<file path="src/weights.mem">
// One signed 16-bit weight per line, four lines per tile in w11 w12 w21 w22 order
0001
0002
0003
0004
FFFF
0005
0007
FFFE
7FFF
8000
0123
FEDC
8000
7FFF
8000
8001

</file>
<file path="src/tpu_types_pkg.sv">
package tpu_types_pkg;

  // Element and product-sum widths
  localparam int DATA_W = 16;
  localparam int ACC_W = 32;

  // Unified buffer geometry
  localparam int UB_DEPTH = 64;
  localparam int UB_ADDR_W = $clog2(UB_DEPTH);

  // Weight ROM holds four 2x2 tiles
  localparam int WMEM_WORDS = 16;
  localparam int TILE_SEL_W = $clog2(WMEM_WORDS / 4);

  typedef logic signed [DATA_W-1:0] data_t;
  typedef logic signed [ACC_W-1:0] acc_t;
  typedef logic [UB_ADDR_W-1:0] ub_addr_t;
  typedef logic [TILE_SEL_W-1:0] tile_sel_t;

  // Row-major weight tile, w11 in the top bits
  typedef struct packed {
    data_t w11;
    data_t w12;
    data_t w21;
    data_t w22;
  } weight_tile_t;

  // Row-major activation tile
  typedef struct packed {
    data_t a11;
    data_t a12;
    data_t a21;
    data_t a22;
  } act_tile_t;

  // Bottom of one array column
  typedef struct packed {
    logic valid;
    acc_t sum;
  } col_out_t;

  // Both results of one column, top row in r0
  typedef struct packed {
    acc_t r0;
    acc_t r1;
  } col_pair_t;

endpackage

</file>
<file path="src/tpu_isa_pkg.sv">
package tpu_isa_pkg;

  // Instruction word layout
  localparam int INSTR_W = 16;
  localparam int OP_W = 3;
  localparam int ADDR_FIELD_W = INSTR_W - OP_W;

  typedef enum logic [OP_W-1:0] {
    NOP         = 3'd0,
    WRITE_UB    = 3'd1,
    LOAD_WEIGHT = 3'd2,
    MATMUL      = 3'd3,
    MATMUL_ACC  = 3'd4,
    READ_UB     = 3'd5
  } opcode_e;

  // Opcode in the top three bits
  // Address field doubles as buffer address or tile number
  typedef struct packed {
    opcode_e                 op;
    logic [ADDR_FIELD_W-1:0] addr;
  } instr_t;

endpackage

</file>
<file path="src/control_unit.sv">
module control_unit (
  input  logic                      clk,
  input  logic                      rst_n,
  input  logic                      instr_req,
  input  tpu_isa_pkg::instr_t       instr,
  output logic                      instr_ack,
  output tpu_types_pkg::ub_addr_t   ub_addr,
  output tpu_types_pkg::tile_sel_t  tile_sel,
  output logic                      ub_we,
  output logic                      ub_rd,
  output logic                      act_fetch,
  output logic                      stream_start,
  output logic                      acc_mode,
  output logic                      weight_load,
  input  logic                      tile_stored
);
  import tpu_isa_pkg::*;
  import tpu_types_pkg::*;

  typedef enum logic [2:0] {
    IDLE,
    EXEC,
    FETCH,
    STREAM,
    WAIT_STORE,
    ACK,
    RELEASE
  } ctrl_state_e;

  ctrl_state_e state;
  instr_t      instr_q;
  logic        is_matmul;

  // Both matrix ops share the fetch and stream path
  assign is_matmul = (instr.op == MATMUL) || (instr.op == MATMUL_ACC);

  always_ff @(posedge clk) begin
    if (!rst_n) begin
      state <= IDLE;
    end else begin
      case (state)
        IDLE: begin
          // Capture the instruction while req holds it stable
          if (instr_req) begin
            instr_q <= instr;
            state   <= is_matmul ? FETCH : EXEC;
          end
        end
        EXEC:       state <= ACK;
        FETCH:      state <= STREAM;
        STREAM:     state <= WAIT_STORE;
        // Pipeline drains through both accumulators into the buffer
        WAIT_STORE: if (tile_stored) state <= ACK;
        // Keep ack up until the host drops req
        ACK:        if (!instr_req) state <= RELEASE;
        RELEASE:    state <= IDLE;
        default:    state <= IDLE;
      endcase
    end
  end

  assign instr_ack = (state == ACK);

  // Single-cycle strobes, one per step
  assign ub_we        = (state == EXEC) && (instr_q.op == WRITE_UB);
  assign ub_rd        = (state == EXEC) && (instr_q.op == READ_UB);
  assign weight_load  = (state == EXEC) && (instr_q.op == LOAD_WEIGHT);
  assign act_fetch    = (state == FETCH);
  assign stream_start = (state == STREAM);

  // Level signals taken from the held instruction
  assign acc_mode = (instr_q.op == MATMUL_ACC);
  // Upper address bits are ignored, so addresses wrap
  assign ub_addr  = ub_addr_t'(instr_q.addr);
  assign tile_sel = tile_sel_t'(instr_q.addr);

endmodule

</file>
<file path="src/weight_memory.sv">
module weight_memory (
  input  tpu_types_pkg::tile_sel_t    tile_sel,
  output tpu_types_pkg::weight_tile_t tile
);
  import tpu_types_pkg::*;

  // Four words per tile, in w11 w12 w21 w22 order
  data_t rom [WMEM_WORDS];

  initial begin
    $readmemh("/design/src/weights.mem", rom);
  end

  // Tile number forms the upper index bits
  always_comb begin
    tile.w11 = rom[{tile_sel, 2'd0}];
    tile.w12 = rom[{tile_sel, 2'd1}];
    tile.w21 = rom[{tile_sel, 2'd2}];
    tile.w22 = rom[{tile_sel, 2'd3}];
  end

endmodule

</file>
<file path="src/input_setup.sv">
module input_setup (
  input  logic                      clk,
  input  logic                      rst_n,
  input  logic                      stream_start,
  input  tpu_types_pkg::act_tile_t  act,
  output tpu_types_pkg::data_t      a_in1,
  output logic                      a_vld1,
  output tpu_types_pkg::data_t      a_in2,
  output logic                      a_vld2
);
  import tpu_types_pkg::*;

  act_tile_t  tile_q;
  logic [1:0] step;

  always_ff @(posedge clk) begin
    if (stream_start) tile_q <= act;
  end

  // Step 0 is idle, steps 1 to 3 are the wavefronts
  always_ff @(posedge clk) begin
    if (!rst_n) begin
      step <= 2'd0;
    end else if (stream_start) begin
      step <= 2'd1;
    end else if (step == 2'd3) begin
      step <= 2'd0;
    end else if (step != 2'd0) begin
      step <= step + 2'd1;
    end
  end

  // Row 2 trails row 1 by one cycle
  always_comb begin
    a_in1  = '0;
    a_in2  = '0;
    a_vld1 = 1'b0;
    a_vld2 = 1'b0;
    case (step)
      2'd1: begin
        a_in1  = tile_q.a11;
        a_vld1 = 1'b1;
      end
      2'd2: begin
        a_in1  = tile_q.a21;
        a_vld1 = 1'b1;
        a_in2  = tile_q.a12;
        a_vld2 = 1'b1;
      end
      2'd3: begin
        a_in2  = tile_q.a22;
        a_vld2 = 1'b1;
      end
      default: ;
    endcase
  end

endmodule

</file>
<file path="src/mmu.sv">
module mmu (
  input  logic                         clk,
  input  logic                         rst_n,
  input  logic                         weight_load,
  input  tpu_types_pkg::weight_tile_t  weights,
  input  tpu_types_pkg::data_t         a_in1,
  input  logic                         a_vld1,
  input  tpu_types_pkg::data_t         a_in2,
  input  logic                         a_vld2,
  output tpu_types_pkg::col_out_t      col1,
  output tpu_types_pkg::col_out_t      col2
);
  import tpu_types_pkg::*;

  // Everything below is indexed [row][col]
  data_t row_a [2];
  logic  row_v [2];
  data_t w_in  [2][2];

  // Stationary weights and registered partial sums
  data_t w_q  [2][2];
  acc_t  p_q  [2][2];
  logic  pv_q [2][2];
  // Activation passed from column 0 to column 1
  data_t a_q  [2];
  logic  av_q [2];

  assign row_a[0]   = a_in1;
  assign row_a[1]   = a_in2;
  assign row_v[0]   = a_vld1;
  assign row_v[1]   = a_vld2;
  assign w_in[0][0] = weights.w11;
  assign w_in[0][1] = weights.w12;
  assign w_in[1][0] = weights.w21;
  assign w_in[1][1] = weights.w22;

  for (genvar r = 0; r < 2; r++) begin : g_row
    for (genvar c = 0; c < 2; c++) begin : g_col
      data_t a_src;
      logic  av_src;
      acc_t  p_src;
      logic  pv_src;

      // West edge cells take the skewed row input
      if (c == 0) begin : g_west
        assign a_src  = row_a[r];
        assign av_src = row_v[r];
        always_ff @(posedge clk) begin
          a_q[r] <= a_src;
        end
        always_ff @(posedge clk) begin
          if (!rst_n) av_q[r] <= 1'b0;
          else        av_q[r] <= av_src;
        end
      end else begin : g_east
        assign a_src  = a_q[r];
        assign av_src = av_q[r];
      end

      // Top row starts every sum from zero
      if (r == 0) begin : g_top
        assign p_src  = '0;
        assign pv_src = 1'b1;
      end else begin : g_bottom
        assign p_src  = p_q[r-1][c];
        assign pv_src = pv_q[r-1][c];
      end

      always_ff @(posedge clk) begin
        if (weight_load) w_q[r][c] <= w_in[r][c];
        p_q[r][c] <= p_src + acc_t'(a_src) * acc_t'(w_q[r][c]);
      end

      // Sum is complete only when every term it holds was valid
      always_ff @(posedge clk) begin
        if (!rst_n) pv_q[r][c] <= 1'b0;
        else        pv_q[r][c] <= av_src & pv_src;
      end
    end
  end

  assign col1.valid = pv_q[1][0];
  assign col1.sum   = p_q[1][0];
  assign col2.valid = pv_q[1][1];
  assign col2.sum   = p_q[1][1];

endmodule

</file>
<file path="src/accumulator.sv">
module accumulator (
  input  logic                      clk,
  input  logic                      rst_n,
  input  tpu_types_pkg::col_out_t   col,
  input  logic                      start,
  input  logic                      acc_mode,
  output tpu_types_pkg::col_pair_t  results,
  output logic                      done
);

  logic armed;
  logic second;
  logic add_mode;

  always_ff @(posedge clk) begin
    if (!rst_n) begin
      armed    <= 1'b0;
      second   <= 1'b0;
      add_mode <= 1'b0;
      done     <= 1'b0;
      results  <= '0;
    end else begin
      done <= 1'b0;
      if (start) begin
        // Mode is fixed for the whole tile
        armed    <= 1'b1;
        second   <= 1'b0;
        add_mode <= acc_mode;
      end else if (armed && col.valid) begin
        if (!second) begin
          // Top-row result
          results.r0 <= add_mode ? results.r0 + col.sum : col.sum;
          second     <= 1'b1;
        end else begin
          results.r1 <= add_mode ? results.r1 + col.sum : col.sum;
          armed      <= 1'b0;
          done       <= 1'b1;
        end
      end
    end
  end

endmodule

</file>
<file path="src/unified_buffer.sv">
module unified_buffer (
  input  logic                      clk,
  input  logic                      rst_n,
  input  tpu_types_pkg::ub_addr_t   addr,
  input  logic                      ub_we,
  input  tpu_types_pkg::data_t      wdata,
  input  logic                      ub_rd,
  output tpu_types_pkg::acc_t       rd_data,
  input  logic                      act_fetch,
  output tpu_types_pkg::act_tile_t  act,
  input  logic                      done1,
  input  logic                      done2,
  input  tpu_types_pkg::col_pair_t  col1_res,
  input  tpu_types_pkg::col_pair_t  col2_res,
  output logic                      tile_stored
);
  import tpu_types_pkg::*;

  acc_t mem [UB_DEPTH];
  logic seen1;
  logic seen2;
  logic store_now;

  // Offset from the base, wrapping at the buffer size
  function automatic ub_addr_t offs(ub_addr_t base, int unsigned k);
    return base + ub_addr_t'(k);
  endfunction

  // Column 2 finishes a cycle after column 1
  assign store_now = (seen1 | done1) & (seen2 | done2);

  always_ff @(posedge clk) begin
    if (!rst_n) begin
      for (int i = 0; i < UB_DEPTH; i++) mem[i] <= '0;
      seen1       <= 1'b0;
      seen2       <= 1'b0;
      tile_stored <= 1'b0;
      rd_data     <= '0;
    end else begin
      tile_stored <= 1'b0;
      if (store_now) begin
        // Result tile goes right after the operand tile
        mem[offs(addr, 4)] <= col1_res.r0;
        mem[offs(addr, 5)] <= col2_res.r0;
        mem[offs(addr, 6)] <= col1_res.r1;
        mem[offs(addr, 7)] <= col2_res.r1;
        seen1       <= 1'b0;
        seen2       <= 1'b0;
        tile_stored <= 1'b1;
      end else begin
        if (done1) seen1 <= 1'b1;
        if (done2) seen2 <= 1'b1;
      end
      // Host words are stored sign-extended
      if (ub_we) mem[addr] <= acc_t'(wdata);
      if (ub_rd) rd_data <= mem[addr];
    end
  end

  // Operand tile, low half of each word
  always_ff @(posedge clk) begin
    if (act_fetch) begin
      act.a11 <= data_t'(mem[offs(addr, 0)]);
      act.a12 <= data_t'(mem[offs(addr, 1)]);
      act.a21 <= data_t'(mem[offs(addr, 2)]);
      act.a22 <= data_t'(mem[offs(addr, 3)]);
    end
  end

endmodule

</file>
<file path="src/tpu_core.sv">
module tpu_core (
  input  logic                  clk,
  input  logic                  rst_n,
  input  logic                  instr_req,
  input  tpu_isa_pkg::instr_t   instr,
  input  tpu_types_pkg::data_t  wdata,
  output logic                  instr_ack,
  output tpu_types_pkg::acc_t   rd_data
);
  import tpu_types_pkg::*;

  // Sequencer controls
  ub_addr_t  ub_addr;
  tile_sel_t tile_sel;
  logic      ub_we;
  logic      ub_rd;
  logic      act_fetch;
  logic      stream_start;
  logic      acc_mode;
  logic      weight_load;
  logic      tile_stored;

  // Datapath
  weight_tile_t wtile;
  act_tile_t    act;
  data_t        a_in1;
  data_t        a_in2;
  logic         a_vld1;
  logic         a_vld2;
  col_out_t     col1;
  col_out_t     col2;
  col_pair_t    res1;
  col_pair_t    res2;
  logic         done1;
  logic         done2;

  control_unit cu (
    .clk(clk), .rst_n(rst_n), .instr_req(instr_req), .instr(instr), .instr_ack(instr_ack),
    .ub_addr(ub_addr), .tile_sel(tile_sel), .ub_we(ub_we), .ub_rd(ub_rd),
    .act_fetch(act_fetch), .stream_start(stream_start), .acc_mode(acc_mode),
    .weight_load(weight_load), .tile_stored(tile_stored)
  );

  weight_memory wm (.tile_sel(tile_sel), .tile(wtile));

  // Row valids travel with the skewed activations
  input_setup is_stage (
    .clk(clk), .rst_n(rst_n), .stream_start(stream_start), .act(act),
    .a_in1(a_in1), .a_vld1(a_vld1), .a_in2(a_in2), .a_vld2(a_vld2)
  );

  mmu systolic_array (
    .clk(clk), .rst_n(rst_n), .weight_load(weight_load), .weights(wtile),
    .a_in1(a_in1), .a_vld1(a_vld1), .a_in2(a_in2), .a_vld2(a_vld2),
    .col1(col1), .col2(col2)
  );

  // One accumulator per array column
  accumulator acc1 (
    .clk(clk), .rst_n(rst_n), .col(col1), .start(stream_start),
    .acc_mode(acc_mode), .results(res1), .done(done1)
  );

  accumulator acc2 (
    .clk(clk), .rst_n(rst_n), .col(col2), .start(stream_start),
    .acc_mode(acc_mode), .results(res2), .done(done2)
  );

  unified_buffer ub (
    .clk(clk), .rst_n(rst_n), .addr(ub_addr), .ub_we(ub_we), .wdata(wdata),
    .ub_rd(ub_rd), .rd_data(rd_data), .act_fetch(act_fetch), .act(act),
    .done1(done1), .done2(done2), .col1_res(res1), .col2_res(res2),
    .tile_stored(tile_stored)
  );

endmodule

</file>
<file path="config.mk">
export PLATFORM = sky130hd
export DESIGN_NAME = tpu_core
export DESIGN_NICKNAME = d
export VERILOG_FILES = /design/src/tpu_types_pkg.sv /design/src/tpu_isa_pkg.sv /design/src/control_unit.sv /design/src/weight_memory.sv /design/src/input_setup.sv /design/src/mmu.sv /design/src/accumulator.sv /design/src/unified_buffer.sv /design/src/tpu_core.sv
export SDC_FILE = /design/constraint.sdc
export NUM_CORES = 2
export LEC_CHECK = 0
export BUFFER_PORTS_ARGS = -buffer_cell sky130_fd_sc_hd__clkbuf_2
export CORE_ASPECT_RATIO = 0.7
export CORE_MARGIN = 5
export CORE_UTILIZATION = 45
export CTS_CLUSTER_SIZE = 10
export DETAILED_ROUTE_END_ITERATION = 6
export GPL_ROUTABILITY_DRIVEN = 1
export SLEW_MARGIN = 20
export SYNTH_ARGS = -nofsm -noshare
export SYNTH_HDL_FRONTEND = slang
export SYNTH_SLANG_ARGS = --single-unit
</file>
<file path="constraint.sdc">
create_clock -name clk -period 6.13 [get_ports clk]
set_input_delay 0.613 -clock clk [delete_from_list [all_inputs] [get_ports clk]]
set_output_delay 0.613 -clock clk [all_outputs]
set_load 0.1 [all_outputs]
</file>
==> run_results.csv <==
group,metric,value,unit
worst_setup_path,cp_slowest_cell,"a2111o_1",
synthesis,synth.avg_cell_area,13.9,um2
clock_network,cts_setup_buffers,0,
grt,grt_pass1_vias,30800,
floorplanning,rows,103,
place,gp_congestion,0.985,
timing,skew,27.4,ps
synthesis,synth.net_count,3722,
synthesis,ys_seq_elements,1074,
worst_setup_path,critPathLaunchType,"flop",
synthesis,synth_edf_count,1033,
timing,hold_viol,0,
synthesis,synth.top_cell.area_share,0.607,
timing,finalCritPeriodShare,0.709,
grt,antenna_found_initial,11,
synthesis,synth_area_leader_cell,"edfxtp_1",
clock_network,cts.sinks,1074,
synthesis,syn_inst,3680,
worst_setup_path,r2r_start,"cu.ub_addr[3]",
floorplanning,core,113000,um2
timing,setup_viol,0,
finish,fin_area,56400,um2
worst_setup_path,worst_path_largest_cell_delay,890,ps
synthesis,synth_cell_types,72,
finish,fill_cells,9481,
grt,grt_use_total,0.245,
power_and_ir_drop,cellLeakagePower,21.0,nW
grt,grt_pass1_wl,217000,um
floorplanning,fp.dieH,292,um
power_and_ir_drop,ir_worst_vdd,0.255,mV
finish,area_growth,10.4,%
timing,grt_setup_unrepaired,"no",
worst_setup_path,cp_max_fo,22,
clock_network,cts_buffers,118,
worst_setup_path,endpoint_kind,"flop",
min_path,min_from,"instr[15]",
power_and_ir_drop,power_density,294,nW/um2
timing,whs,129,ps
synthesis,synth.area.top_cells,"edfxtp_1, and2_1, mux4_2, and3_1, mux2i_1",
clock_network,cts_tree,"done",
flow_run,cap_violations,0,
synthesis,yosysMostFrequentCell,"edfxtp_1",
timing,worstMarginPinSlew,1150,ps
drt,drc,0,
clock_network,cts.path.max_buffers,3,
timing,period_minus_slack,4350,ps
floorplanning,dieArea,121000,um2
timing,max_freq,230,MHz
worst_setup_path,crit_chain,"ha_1, a21oi_1, xnor2_1, nand2_1, o22ai_1, a2111o_1",
timing,max_slew_margin,0.231,
clock_network,ctsResizeCount,0,
floorplanning,die_w,413,um
clock_network,clkTransAtPathRegs,60,ps
drt,wl,150000,um
synthesis,async_flop_share,0,
drt,vias,31600,
finish,fin_nets,3642,
worst_setup_path,crit_required,6460,ps
drt,wl_per_cell,28.9,um
floorplanning,initial_utilization,0.453,
place,hpwl,91500,um
clock_network,root_buffer,"clkbuf_16",
synthesis,yosys-top-cells-count,"edfxtp_1, and2_1, clkbuf_1",
place,place_area,53100,um2
worst_setup_path,worstSetupStartpoint,"cu.ub_addr[3]",
clock_network,ctsHoldBuffers,0,
timing,maxSlewViolCount,0,
min_path,hold_class,"input port to flop",
worst_setup_path,crit_type,"flop to flop",
timing,fin_setup_tns,0,ps
drt,firstDrtPassIters,7,
synthesis,yosys_most_used_dff,"edfxtp_1",
synthesis,yosysSeqAreaShare,0.623,
worst_setup_path,arrival,4680,ps
synthesis,synthesis.area,51100,um2
synthesis,synth_warnings,0,
outcome,run_status,"finished, final reports clean",
grt,grt_max_degree,96,
place,port_buffers,60,
drt,drt-initial-drc-count,4099,
drt,ant_nets,0,
drt,viasPerCell,6.09,
finish,drive_above_1_share,0.166,
clock_network,h-tree-depth,3,
clock_network,clk_latency,740,ps
floorplanning,boundaryPins,68,
grt,grt.overflow.total,0,
==> layer usage <==
metal	vias to the layer above	wire length [um]	track usage	share of wire
li1	13700	-	-	-
met1	16000	66800	0.382	0.45
met2	1607	63300	0.346	0.42
met3	252	15200	0.0585	0.10
met4	0	4170	0.0621	0.028
met5	-	0	0	0
==> report_power, final <==
group | total, mW | switching (mW) | internal [mW]
Clock | 6.34 | 2.82 | 3.53
Sequential | 8.42 | 0.138 | 8.28
Combinational | 1.83 | 1.20 | 0.621
Total | 16.6 | 4.16 | 12.4
==> worst paths after layout <==
kind / endpoint / slack [ps] / depth (start not counted)
min: cu.instr_q[15] / 130 / 1
min reg2reg: systolic_array.pv_q[1][1] / 460 / 1
max reg2reg: ub.mem[24][12] / 1780 / 6
max: ub.mem[24][12] / 1780 / 6
==> critical path: cells and delay by family (launching register included) <==
family,cells,cell delay (ps)
AO/OA/AOI/OAI,3,1290
flip-flops,1,840
XOR/XNOR,1,710
adder cells (fa/ha/maj),1,650
AND/OR/NAND/NOR,1,440
==> cell type report <==
type,count,area [um2],share of cell area
Clock buffer,164,3150,0.0558
Antenna cell,2,5.00,0.0000887
Timing Repair Buffer,199,1400,0.0248
Sequential cell,1074,31900,0.565
Multi-Input combinational cell,2196,17900,0.317
Tap cell,1522,1900,0.0338
Inverter,11,41.3,0.000732
Clock inverter,9,161,0.00286
==> cells by family after synthesis <==
group | after synthesis | synth area share
compound gates | 440 | 0.0642
xor+xnor | 12 | 0.00206
simple gates | 1384 | 0.159
flops | 1074 | 0.623
mux | 353 | 0.117
buf+inv | 410 | 0.0336
fa+ha+maj | 7 | 0.00171
==> state kept, by name, summed over array words and instances (netlist names), named ones only <==
signal and flops:
ub.rd_data 16, ub.tile_stored 1, ub.seen1 1, acc2.done 1, ub.seen2 1, acc1.second 1, cu.tile_sel 2, acc2.second 1
acc1.done 1, ub.mem 1024, systolic_array.av_q 1, is_stage.step 2, systolic_array.pv_q 4, acc2.armed 1, cu.state 3, acc1.armed 1
cu.ub_addr 4, cu.instr_q 3
==> layout by cell type, fill, tap and decap left out, types with 7 or more instances in the layout <==
| cell type | Yosys | final |
|---|---|---|
| nor2b_1 | 13 | 10 |
| a221oi_1 | 22 | 22 |
| xnor2_1 | 8 | 8 |
| a2111oi_0 | 7 | 7 |
| o211ai_1 | 24 | 24 |
| mux2_2 | 16 | 16 |
| clkbuf_2 | 1 | 60 |
| a31oi_1 | 21 | 19 |
| inv_1 | 11 | 10 |
| a211o_1 | 23 | 23 |
| a22o_1 | 16 | 16 |
| and2_1 | 776 | 775 |
| o22ai_1 | 27 | 23 |
| nor2_1 | 117 | 106 |
| ha_1 | 7 | 7 |
| and3_1 | 264 | 263 |
| nor3_1 | 34 | 29 |
| o21ai_0 | 33 | 26 |
| clkbuf_1 | 293 | 44 |
| clkbuf_16 | 0 | 118 |
| nand3_1 | 59 | 59 |
| a21oi_1 | 21 | 21 |
| a211oi_1 | 8 | 8 |
| o221ai_2 | 0 | 12 |
| nand2_1 | 77 | 77 |
| dfxtp_1 | 41 | 38 |
| mux2i_1 | 145 | 145 |
| buf_4 | 20 | 134 |
| o21ai_1 | 9 | 10 |
| a311oi_1 | 12 | 12 |
| a22oi_1 | 163 | 163 |
| nor2_2 | 0 | 10 |
| mux4_2 | 192 | 192 |
| edfxtp_1 | 1033 | 1033 |
==> metrics by stage <==
step	utilization	setup slack [ps]	cells	total power, mW
2_1_floorplan	-	2560	3680	9.68
3_3_place_gp	0.470	1910	5000	10.3
3_5_place_dp	0.471	1880	5001	10.4
4_1_cts	0.500	1860	5174	16.7
5_1_grt	0.500	1540	5175	17.1
6_report	0.500	1780	5177	16.6
No activity file was read; power rests on OpenSTA's default activity.
